<file path="config.mk">
export PLATFORM = sky130hd
export DESIGN_NAME = motion_ctrl
export DESIGN_NICKNAME = d
export VERILOG_FILES = /design/src/source/motion_ctrl_pkg.sv /design/src/source/dda_axis.sv /design/src/source/move_sequencer.sv /design/src/source/move_buffer.sv /design/src/source/command_decoder.sv /design/src/source/motion_ctrl.sv
export SDC_FILE = /design/constraint.sdc
export NUM_CORES = 1
export LEC_CHECK = 0
export BUFFER_PORTS_ARGS = -buffer_cell sky130_fd_sc_hd__buf_2
export CAP_MARGIN = 20
export CORE_UTILIZATION = 30
export DETAILED_ROUTE_END_ITERATION = 10
export SYNTH_ARGS = -nofsm -noshare
export SYNTH_HDL_FRONTEND = slang
export SYNTH_HIERARCHICAL = 1
export SYNTH_SLANG_ARGS = --single-unit
</file>
<file path="constraint.sdc">
create_clock -name CLK -period 8.25 [get_ports CLK]
set_input_delay 0.4125 -clock CLK [delete_from_list [all_inputs] [get_ports CLK]]
set_output_delay 0.4125 -clock CLK [all_outputs]
set_load 0.05 [all_outputs]
</file>
<file path="src/source/motion_ctrl_pkg.sv">
// Motion control definitions shared by the step generator and its testbench
package motion_ctrl_pkg;

  // Host word layout
  localparam int word_bits   = 64;
  localparam int header_bits = 8;  // Taken from the top of each word

  // Command headers
  localparam logic [7:0] cmd_coordinated_step = 8'h01;
  localparam logic [7:0] cmd_status_reg       = 8'hf1;
  localparam logic [7:0] cmd_config_reg       = 8'hf2;

  // Config header bit that announces a data word to follow
  localparam int config_write_bit = 8;

  // Field widths
  localparam int dda_frac_bits = 32;  // One step per 2**dda_frac_bits of accumulated rate
  localparam int duration_bits = 32;
  localparam int position_bits = 32;
  localparam int divisor_bits  = 8;

  // Status addresses, read only
  localparam int status_version        = 0;
  localparam int status_channel_info   = 1;
  localparam int status_position_start = 2;  // Motor m at 2+m

  // Config addresses
  localparam int config_enable = 0;
  localparam int config_clocks = 1;

  // Constant version word
  localparam logic [31:0] version_word = 32'h0001_0300;

  // Reset values
  localparam int default_clock_divisor = 32;

endpackage

</file>
<file path="src/source/dda_axis.sv">
`timescale 1ns/1ps
// DDA axis: integrates rate and acceleration per tick and emits steps with a position count
module dda_axis (
  input  logic                                      CLK,
  input  logic                                      resetn,
  input  logic                                      dda_tick,
  input  logic                                      load,
  input  logic                                      executing,
  input  logic [motion_ctrl_pkg::dda_frac_bits-1:0] rate,
  input  logic [motion_ctrl_pkg::dda_frac_bits-1:0] accel,
  input  logic                                      move_dir,
  output logic                                      step,
  output logic signed [motion_ctrl_pkg::position_bits-1:0] position
);

  localparam int frac_bits = motion_ctrl_pkg::dda_frac_bits;

  logic [frac_bits-1:0] accel_sum;  // Rate gained since load
  logic [frac_bits-1:0] accum;
  logic [frac_bits-1:0] next_sum;
  logic [frac_bits-1:0] velocity;
  logic [frac_bits:0]   accum_next;

  // Acceleration first, then the new rate into the accumulator
  assign next_sum   = accel_sum + accel;
  assign velocity   = rate + next_sum;
  assign accum_next = {1'b0, accum} + {1'b0, velocity};

  always_ff @(posedge CLK) begin
    if (resetn) begin
      accel_sum <= '0;
      accum     <= '0;
      step      <= 1'b0;
      position  <= '0;
    end else begin
      step <= 1'b0;
      if (load) begin
        accel_sum <= '0;
        accum     <= '0;
      end else if (executing && dda_tick) begin
        accel_sum <= next_sum;
        accum     <= accum_next[frac_bits-1:0];
        step      <= accum_next[frac_bits];  // Carry out of the fraction
        if (accum_next[frac_bits]) begin
          position <= move_dir ? position + 1'b1 : position - 1'b1;
        end
      end
    end
  end

  // Steps belong to a running move, the last one lands as executing falls
  assert property (@(posedge CLK) disable iff (resetn)
    step |-> executing || $past(executing))
    else $error("step outside a move");

endmodule

</file>
<file path="src/source/move_sequencer.sv">
`timescale 1ns/1ps
// Move sequencer: DDA tick divider and the load/execute cycle of buffered moves
module move_sequencer (
  input  logic                                      CLK,
  input  logic                                      resetn,
  input  logic [motion_ctrl_pkg::divisor_bits-1:0]  clock_divisor,
  input  logic                                      slot_ready,
  input  logic [motion_ctrl_pkg::duration_bits-1:0] duration,
  output logic                                      dda_tick,
  output logic                                      load,
  output logic                                      executing,
  output logic                                      release_slot,
  output logic                                      move_done
);

  typedef enum logic [1:0] {
    st_idle,
    st_load,
    st_exec,
    st_done
  } state_t;

  state_t                                    state;
  logic [motion_ctrl_pkg::divisor_bits-1:0]  div_count;
  logic [motion_ctrl_pkg::divisor_bits-1:0]  div_last;
  logic [motion_ctrl_pkg::duration_bits-1:0] tick_count;

  // Divisor 0 runs like 1
  assign div_last = (clock_divisor == '0) ? '0 : clock_divisor - 1'b1;

  always_ff @(posedge CLK) begin
    if (resetn) begin
      div_count <= '0;
      dda_tick  <= 1'b0;
    end else begin
      dda_tick <= (div_count >= div_last);
      if (div_count >= div_last) div_count <= '0;  // Also catches a lowered divisor
      else div_count <= div_count + 1'b1;
    end
  end

  always_ff @(posedge CLK) begin
    if (resetn) begin
      state      <= st_idle;
      tick_count <= '0;
    end else begin
      case (state)
        st_idle: if (slot_ready) state <= st_load;
        st_load: begin
          tick_count <= '0;
          state      <= (duration == '0) ? st_done : st_exec;
        end
        st_exec: begin
          if (dda_tick) begin
            tick_count <= tick_count + 1'b1;
            if (tick_count == duration - 1'b1) state <= st_done;  // Last counted tick
          end
        end
        st_done: state <= st_idle;
        default: state <= st_idle;
      endcase
    end
  end

  assign load         = (state == st_load);
  assign executing    = (state == st_exec);
  assign move_done    = (state == st_done);
  assign release_slot = (state == st_done);

  // Done is a single pulse and the move has stopped by then
  assert property (@(posedge CLK) disable iff (resetn)
    move_done |=> !move_done && !executing)
    else $error("move_done wider than one cycle");

endmodule

</file>
<file path="src/source/move_buffer.sv">
`timescale 1ns/1ps
// Move buffer: slot storage for queued moves with a ready flag per slot
module move_buffer #(
  parameter int num_motors  = 2,
  parameter int buffer_size = 2
) (
  input  logic                                   CLK,
  input  logic                                   resetn,
  input  logic                                   wr_en,
  input  logic [$clog2(buffer_size)-1:0]         wr_slot,
  input  logic [$clog2(2*num_motors+2)-1:0]      wr_index,
  input  logic [motion_ctrl_pkg::word_bits-1:0]  wr_data,
  input  logic [num_motors-1:0]                  wr_dir,
  input  logic                                   commit,
  input  logic                                   release_slot,
  output logic                                   full,
  output logic                                   slot_ready,
  output logic                                   buffer_dtr,
  output logic [motion_ctrl_pkg::duration_bits-1:0] duration,
  output logic [num_motors-1:0]                  move_dir,
  output logic [num_motors-1:0][motion_ctrl_pkg::dda_frac_bits-1:0] rate,
  output logic [num_motors-1:0][motion_ctrl_pkg::dda_frac_bits-1:0] accel
);

  localparam int frac_bits = motion_ctrl_pkg::dda_frac_bits;

  if (buffer_size < 2 || (buffer_size & (buffer_size - 1)) != 0) begin : g_size_check
    $error("buffer_size must be a power of two, at least 2");
  end

  logic [motion_ctrl_pkg::duration_bits-1:0]  duration_mem [buffer_size];
  logic [num_motors-1:0]                      dir_mem      [buffer_size];
  logic [num_motors-1:0][frac_bits-1:0]       rate_mem     [buffer_size];
  logic [num_motors-1:0][frac_bits-1:0]       accel_mem    [buffer_size];
  logic [buffer_size-1:0]                     ready;
  logic [$clog2(buffer_size)-1:0]             read_slot;

  // Word 0 keeps the directions, word 1 the duration, then rate/accel pairs
  always_ff @(posedge CLK) begin
    if (wr_en) begin
      if (wr_index == '0) dir_mem[wr_slot] <= wr_dir;
      if (wr_index == 1) duration_mem[wr_slot] <= wr_data[motion_ctrl_pkg::duration_bits-1:0];
      for (int m = 0; m < num_motors; m++) begin
        if (wr_index == 2 + 2 * m) rate_mem[wr_slot][m] <= wr_data[frac_bits-1:0];
        if (wr_index == 3 + 2 * m) accel_mem[wr_slot][m] <= wr_data[frac_bits-1:0];
      end
    end
  end

  always_ff @(posedge CLK) begin
    if (resetn) begin
      ready     <= '0;
      read_slot <= '0;
    end else begin
      if (commit) ready[wr_slot] <= 1'b1;
      if (release_slot) begin
        ready[read_slot] <= 1'b0;
        read_slot        <= read_slot + 1'b1;  // Wraps with power-of-two size
      end
    end
  end

  assign full       = &ready;
  assign buffer_dtr = ~full;
  assign slot_ready = ready[read_slot];

  // Read slot contents held until release
  assign duration = duration_mem[read_slot];
  assign move_dir = dir_mem[read_slot];
  assign rate     = rate_mem[read_slot];
  assign accel    = accel_mem[read_slot];

  assert property (@(posedge CLK) disable iff (resetn) release_slot |-> slot_ready)
    else $error("slot released while not ready");

endmodule

</file>
<file path="src/source/command_decoder.sv">
`timescale 1ns/1ps
// Command decoder: turns host words into move writes, status reads and config accesses
module command_decoder #(
  parameter int num_motors  = 2,
  parameter int buffer_size = 2
) (
  input  logic                                   CLK,
  input  logic                                   resetn,
  input  logic [motion_ctrl_pkg::word_bits-1:0]  word_data_received,
  input  logic                                   word_received,
  input  logic                                   full,
  input  logic [num_motors-1:0][motion_ctrl_pkg::position_bits-1:0] position,
  output logic [motion_ctrl_pkg::word_bits-1:0]  word_send_data,
  output logic                                   wr_en,
  output logic [$clog2(buffer_size)-1:0]         wr_slot,
  output logic [$clog2(2*num_motors+2)-1:0]      wr_index,
  output logic [motion_ctrl_pkg::word_bits-1:0]  wr_data,
  output logic [num_motors-1:0]                  wr_dir,
  output logic                                   commit,
  output logic [motion_ctrl_pkg::divisor_bits-1:0] clock_divisor,
  output logic [num_motors-1:0]                  enable
);

  localparam int last_index = 2 * num_motors + 1;  // Last word of a move
  localparam int index_bits = $clog2(2 * num_motors + 2);
  localparam int word_bits  = motion_ctrl_pkg::word_bits;
  localparam int pos_bits   = motion_ctrl_pkg::position_bits;

  logic                                    word_received_q;
  logic                                    word_received_qq;
  logic                                    word_strobe;
  logic [motion_ctrl_pkg::header_bits-1:0] header;
  logic [motion_ctrl_pkg::header_bits-1:0] msg_header;  // Zero when no message is open
  logic [index_bits-1:0]                   word_count;
  logic [7:0]                              addr;
  logic [7:0]                              dma_addr;
  logic                                    dropping;  // Move arrived while full
  logic                                    awaiting;
  logic                                    move_word;
  logic [word_bits-1:0]                    status_word;
  logic [word_bits-1:0]                    config_word;

  assign word_strobe = word_received_q && !word_received_qq;
  assign header      = word_data_received[word_bits-1 -: motion_ctrl_pkg::header_bits];
  assign addr        = word_data_received[7:0];
  assign awaiting    = (msg_header != '0);

  // Move words go to the buffer unless the move is being swallowed
  assign move_word = awaiting ? (msg_header == motion_ctrl_pkg::cmd_coordinated_step && !dropping)
                              : (header == motion_ctrl_pkg::cmd_coordinated_step && !full);
  assign wr_en    = word_strobe && move_word;
  assign wr_index = awaiting ? word_count : '0;
  assign wr_data  = word_data_received;
  assign wr_dir   = word_data_received[num_motors-1:0];  // Only stored on the header
  assign commit   = wr_en && (wr_index == index_bits'(last_index));

  // Read-only status map
  always_comb begin
    status_word = '0;
    if (addr == 8'(motion_ctrl_pkg::status_version)) begin
      status_word[31:0] = motion_ctrl_pkg::version_word;
    end else if (addr == 8'(motion_ctrl_pkg::status_channel_info)) begin
      status_word[7:0]  = 8'(num_motors);
      status_word[15:8] = 8'(motion_ctrl_pkg::dda_frac_bits);
    end else begin
      for (int m = 0; m < num_motors; m++) begin
        if (addr == 8'(motion_ctrl_pkg::status_position_start + m)) begin
          status_word = {{(word_bits-pos_bits){position[m][pos_bits-1]}}, position[m]};
        end
      end
    end
  end

  always_comb begin
    config_word = '0;
    case (addr)
      8'(motion_ctrl_pkg::config_enable): config_word[num_motors-1:0] = enable;
      8'(motion_ctrl_pkg::config_clocks):
        config_word[motion_ctrl_pkg::divisor_bits-1:0] = clock_divisor;
      default: ;
    endcase
  end

  always_ff @(posedge CLK) begin
    if (resetn) begin
      word_received_q  <= 1'b0;
      word_received_qq <= 1'b0;
      word_send_data   <= '0;
      msg_header       <= '0;
      word_count       <= '0;
      dropping         <= 1'b0;
      wr_slot          <= '0;
      enable           <= '0;
      clock_divisor    <= motion_ctrl_pkg::divisor_bits'(motion_ctrl_pkg::default_clock_divisor);
    end else begin
      word_received_q  <= word_received;
      word_received_qq <= word_received_q;
      if (word_strobe) begin
        word_send_data <= '0;
        if (!awaiting) begin
          case (header)
            motion_ctrl_pkg::cmd_coordinated_step: begin
              msg_header <= header;
              word_count <= index_bits'(1);
              dropping   <= full;  // Whole move is lost if no slot is free
            end
            motion_ctrl_pkg::cmd_status_reg: word_send_data <= status_word;
            motion_ctrl_pkg::cmd_config_reg: begin
              word_send_data <= config_word;
              dma_addr       <= addr;
              if (word_data_received[motion_ctrl_pkg::config_write_bit]) begin
                msg_header <= header;  // Next word carries the data
              end
            end
            default: ;
          endcase
        end else if (msg_header == motion_ctrl_pkg::cmd_coordinated_step) begin
          word_count <= word_count + 1'b1;
          if (word_count == index_bits'(last_index)) begin
            msg_header <= '0;
            word_count <= '0;
            if (!dropping) begin
              wr_slot <= wr_slot + 1'b1;
            end
          end
        end else begin
          // Config data word
          if (dma_addr == 8'(motion_ctrl_pkg::config_enable)) begin
            enable <= word_data_received[num_motors-1:0];
          end else if (dma_addr == 8'(motion_ctrl_pkg::config_clocks)) begin
            clock_divisor <= word_data_received[motion_ctrl_pkg::divisor_bits-1:0];
          end
          msg_header <= '0;
        end
      end
    end
  end

  // A move is only committed into a slot that was free at its header
  assert property (@(posedge CLK) disable iff (resetn) commit |-> !full)
    else $error("move committed while buffer full");

endmodule

</file>
<file path="src/source/motion_ctrl.sv">
`timescale 1ns/1ps
// Multi-axis step generator commanded by host words
module motion_ctrl #(
  parameter int num_motors  = 2,
  parameter int buffer_size = 2
) (
  input  logic                                  CLK,
  input  logic                                  resetn,
  input  logic [motion_ctrl_pkg::word_bits-1:0] word_data_received,
  input  logic                                  word_received,
  output logic [motion_ctrl_pkg::word_bits-1:0] word_send_data,
  output logic                                  buffer_dtr,
  output logic                                  move_done,
  output logic [num_motors-1:0]                 step,
  output logic [num_motors-1:0]                 dir,
  output logic [num_motors-1:0]                 enable
);

  localparam int frac_bits = motion_ctrl_pkg::dda_frac_bits;

  logic                                             full;
  logic                                             slot_ready;
  logic                                             wr_en;
  logic [$clog2(buffer_size)-1:0]                   wr_slot;
  logic [$clog2(2*num_motors+2)-1:0]                wr_index;
  logic [motion_ctrl_pkg::word_bits-1:0]            wr_data;
  logic [num_motors-1:0]                            wr_dir;
  logic                                             commit;
  logic [motion_ctrl_pkg::divisor_bits-1:0]         clock_divisor;
  logic [motion_ctrl_pkg::duration_bits-1:0]        duration;
  logic [num_motors-1:0][frac_bits-1:0]             rate;
  logic [num_motors-1:0][frac_bits-1:0]             accel;
  logic [num_motors-1:0][motion_ctrl_pkg::position_bits-1:0] position;
  logic                                             dda_tick;
  logic                                             load;
  logic                                             executing;
  logic                                             release_slot;

  command_decoder #(.num_motors(num_motors), .buffer_size(buffer_size)) u_decoder (
    .CLK, .resetn, .word_data_received, .word_received, .full, .position,
    .word_send_data, .wr_en, .wr_slot, .wr_index, .wr_data, .wr_dir, .commit,
    .clock_divisor, .enable
  );

  // Directions of the read slot drive dir
  move_buffer #(.num_motors(num_motors), .buffer_size(buffer_size)) u_buffer (
    .CLK, .resetn, .wr_en, .wr_slot, .wr_index, .wr_data, .wr_dir, .commit, .release_slot,
    .full, .slot_ready, .buffer_dtr, .duration, .move_dir(dir), .rate, .accel
  );

  move_sequencer u_sequencer (
    .CLK, .resetn, .clock_divisor, .slot_ready, .duration,
    .dda_tick, .load, .executing, .release_slot, .move_done
  );

  for (genvar m = 0; m < num_motors; m++) begin : g_axis
    dda_axis u_axis (
      .CLK       (CLK),
      .resetn    (resetn),
      .dda_tick  (dda_tick),
      .load      (load),
      .executing (executing),
      .rate      (rate[m]),
      .accel     (accel[m]),
      .move_dir  (dir[m]),
      .step      (step[m]),
      .position  (position[m])
    );
  end

endmodule

</file>
==> impl_metrics.csv <==
group,metric,value,unit
timing,report.final.hold_viol_count,0,
die,floorplan.initialDensity,30.4,%
worst_hold_path,worst_hold_path_type,"input pin to flop",
pwr,switching_power_share_of_the_total,22.6,%
clocking,post-cts-setup-buffers,0,
worst_setup_path,crit_end,"g_axis[1].u_axis/position[19]",
cells_and_area,final_area,43500,um^2
timing,skew,0.0332,ns
clocking,clockBufferDepth,3,
die,floorplan.die.width,362,um
worst_setup_path,timing.setup.critical_path_class,"flop to flop",
grt,first_pass_grt_wire_length,156,mm
grt,gr-usage-all-layers,14.8,%
logic_synthesis,yosys_warnings,6,
die,std_cell_rows,131,
pwr,irDropWorstVdd,0.143,mV
die,design.portCount,139,
logic_synthesis,netlist_instances,3936,
die,die_area,131000,um^2
outcome,status,"completed",
cells_and_area,n_fill_cell,13000,
drt,detail_route.wl_per_cell,17.3,um
pwr,power_frac_comb,4.0,%
clocking,cts_resized,0,
drt,post_drt_via_cell_ratio,5.10,
timing,fin_crit_sh,92.8,%
cells_and_area,final_common_cell,"nand2_1",
timing,finalMaxSlewViolations,0,
die,die_y,362,um
clocking,worst_skew_pair.late_latency,0.63,ns
worst_setup_path,worst_ep_required_time,8.74,ns
drt,final_routed_drc_violation_total,0,
worst_setup_path,crit_fanout,39,
clocking,clk_transition_reported_paths,0.06,ns
cells_and_area,post_route_cells_drive_above_1_share,13.6,%
worst_setup_path,worst_case_reg_to_reg_path_depth,27,
pwr,pwr-share-clk,48.9,%
cells_and_area,finish.net_count,4300,
grt,number_of_antenna_violations_at_the_first_check_in_global_routing,7,
worst_setup_path,rr_endpoint,"g_axis[1].u_axis/position[19]",
cells_and_area,most-common-layout-cells,"nand2_1, a21oi_1, edfxtp_1, nor2_1, dfxtp_1",
grt,pin_count_of_the_biggest_net_entering_global_routing,73,
pwr,power_leakage,17.1,nW
worst_setup_path,critPathCaptureType,"flop",
clocking,post_cts_hold_buffer_count,0,
placed_design,gp_congestion,0.878,
clocking,numCtsBuffers,72,
pwr,intPower,5.42,mW
timing,rsz0062_at_grt,"no",
pwr,power_density,161,nW/um^2
pwr,netSwitchingPower,1.59,mW
cells_and_area,synthToLayoutAreaGrowth,11.7,%
clocking,clock_tree_from_tritoncts,"yes",
timing,worst_slew_pin_slew,1.09,ns
clocking,h-tree-depth,3,
flow_run,drv.max_cap_violation_count,0,
timing,timing.fmax,0.131,GHz
drt,drt-initial-drc-count,1985,
timing,report.final.setup_viol,0,
drt,drt-total-wl,99.4,mm
placed_design,placed_instance_area,40900,um^2
worst_setup_path,startpoint_class_of_the_critical_path,"flop",
timing,final.min_clock_period,7.66,ns
logic_synthesis,postSynthAreaPerCell,9.88,um^2
placed_design,post-dp-hpwl,69.7,mm
clocking,cts.sinks,630,
grt,grt_pass1_vias,27900,
pwr,seq_power_share,47.1,%
drt,vias,29300,
placed_design,io_buffers,114,
clocking,clk_root_buffer_cell,"clkbuf_16",
pwr,design_power_total,7.01,mW
grt,grt_overflow_total,0,
drt,antenna_violating_nets_post_route,0,
worst_setup_path,r2r_setup_slack,0.59,ns
worst_setup_path,worstPathArrival,8.15,ns
drt,drt-pass1-iter-count,5,
timing,setup-tns-final,0,ns
die,core_area,128000,um^2
logic_synthesis,synth_nets,4281,
logic_synthesis,mappedNetlistArea,38900,um^2
cells_and_area,finalCoreUtilization,34.0,%
timing,worst_relative_slew_slack,26.9,%
-- registers in the layout, indices dropped and copies added (netlist names), 2 cells and up, named ones only --
register,cells
u_sequencer/div_count,8
u_buffer/rate_mem,128
u_decoder/enable,2
u_decoder/dma_addr,8
u_sequencer/tick_count,32
u_buffer/dir_mem,4
u_decoder/word_send_data,32
u_decoder/msg_header,8
u_buffer/duration_mem,64
u_decoder/clock_divisor,8
g_axis.u_axis/accum,64
u_decoder/word_count,3
g_axis.u_axis/step,2
u_sequencer/state,2
g_axis.u_axis/position,64
g_axis.u_axis/accel_sum,64
u_buffer/accel_mem,128
u_buffer/ready,2
-- critical path, stage by stage (launching register included) --
cell and delay [ns]:
dfxtp_4 0.50, buf_4 0.32, buf_4 0.35, mux2_4 0.34, ha_1 0.37, a221oi_1 0.31, nand4b_1 0.22, nand2_1 0.18
a21boi_0 0.29, ha_1 0.37, a21oi_1 0.21, o21ai_0 0.19, a211oi_1 0.48, o31ai_1 0.18, a21oi_1 0.29, o21a_1 0.24
o21ai_0 0.19, xor2_1 0.22, ha_1 0.43, a21oi_1 0.27, nand2_1 0.11, and4_1 0.18, a21oi_1 0.23, a21oi_1 0.18
a41oi_4 0.26, buf_12 0.28, mux2i_1 0.23, nor2_1 0.06
-- routing by layer --
layer / global-route usage (%) / part of all wire (%) / vias to the layer above
met5: 0 / 0.032 / -
met4: 3.55 / 2.1 / 4
met3: 2.76 / 6.0 / 134
met2: 23.1 / 44 / 696
met1: 21.0 / 48 / 14000
li1: - / - / 14500
-- worst min path at each step --
stage / from / endpoint / slack (ns) / cells past startpoint
after floorplan: u_decoder/msg_header[7] / u_decoder/msg_header[7] / 0.42 / 2
after global placement: u_decoder/msg_header[1] / u_decoder/msg_header[1] / 0.43 / 2
after detailed placement: u_decoder/msg_header[7] / u_decoder/msg_header[7] / 0.44 / 2
after CTS: word_received / u_decoder/word_received_q / 0.07 / 2
after global routing: word_received / u_decoder/word_received_q / 0.08 / 2
final: word_received / u_decoder/word_received_q / 0.08 / 2
-- stage by stage --
step,cells,hold WS (ns),worst slack (ns)
6_report,5745,0.0796,0.592
5_1_grt,5744,0.0757,0.0716
4_1_cts,5742,0.0690,0.687
3_5_place_dp,5608,0.441,0.738
3_3_place_gp,5607,0.433,0.801
2_1_floorplan,3936,0.422,1.37
-- layout make-up --
class | count | area [um^2] | area share (%)
Inverter | 91 | 342 | 0.786
Antenna cell | 1 | 2.50 | 0.00576
Multi-Input combinational cell | 3006 | 21500 | 49.5
Tap cell | 1729 | 2160 | 4.98
Sequential cell | 630 | 15900 | 36.7
Timing Repair Buffer | 154 | 956 | 2.20
Clock inverter | 42 | 553 | 1.27
Clock buffer | 92 | 1990 | 4.58
-- power groups by stage --
stage | registers, mW | clock network (mW) | logic (mW)
2_1_floorplan | 3.37 | 0 | 0.165
3_3_place_gp | 3.37 | 0 | 0.280
3_5_place_dp | 3.37 | 0 | 0.282
4_1_cts | 3.30 | 3.51 | 0.283
5_1_grt | 3.30 | 3.64 | 0.304
6_report | 3.30 | 3.42 | 0.281
(Power assumes the default switching activity.)
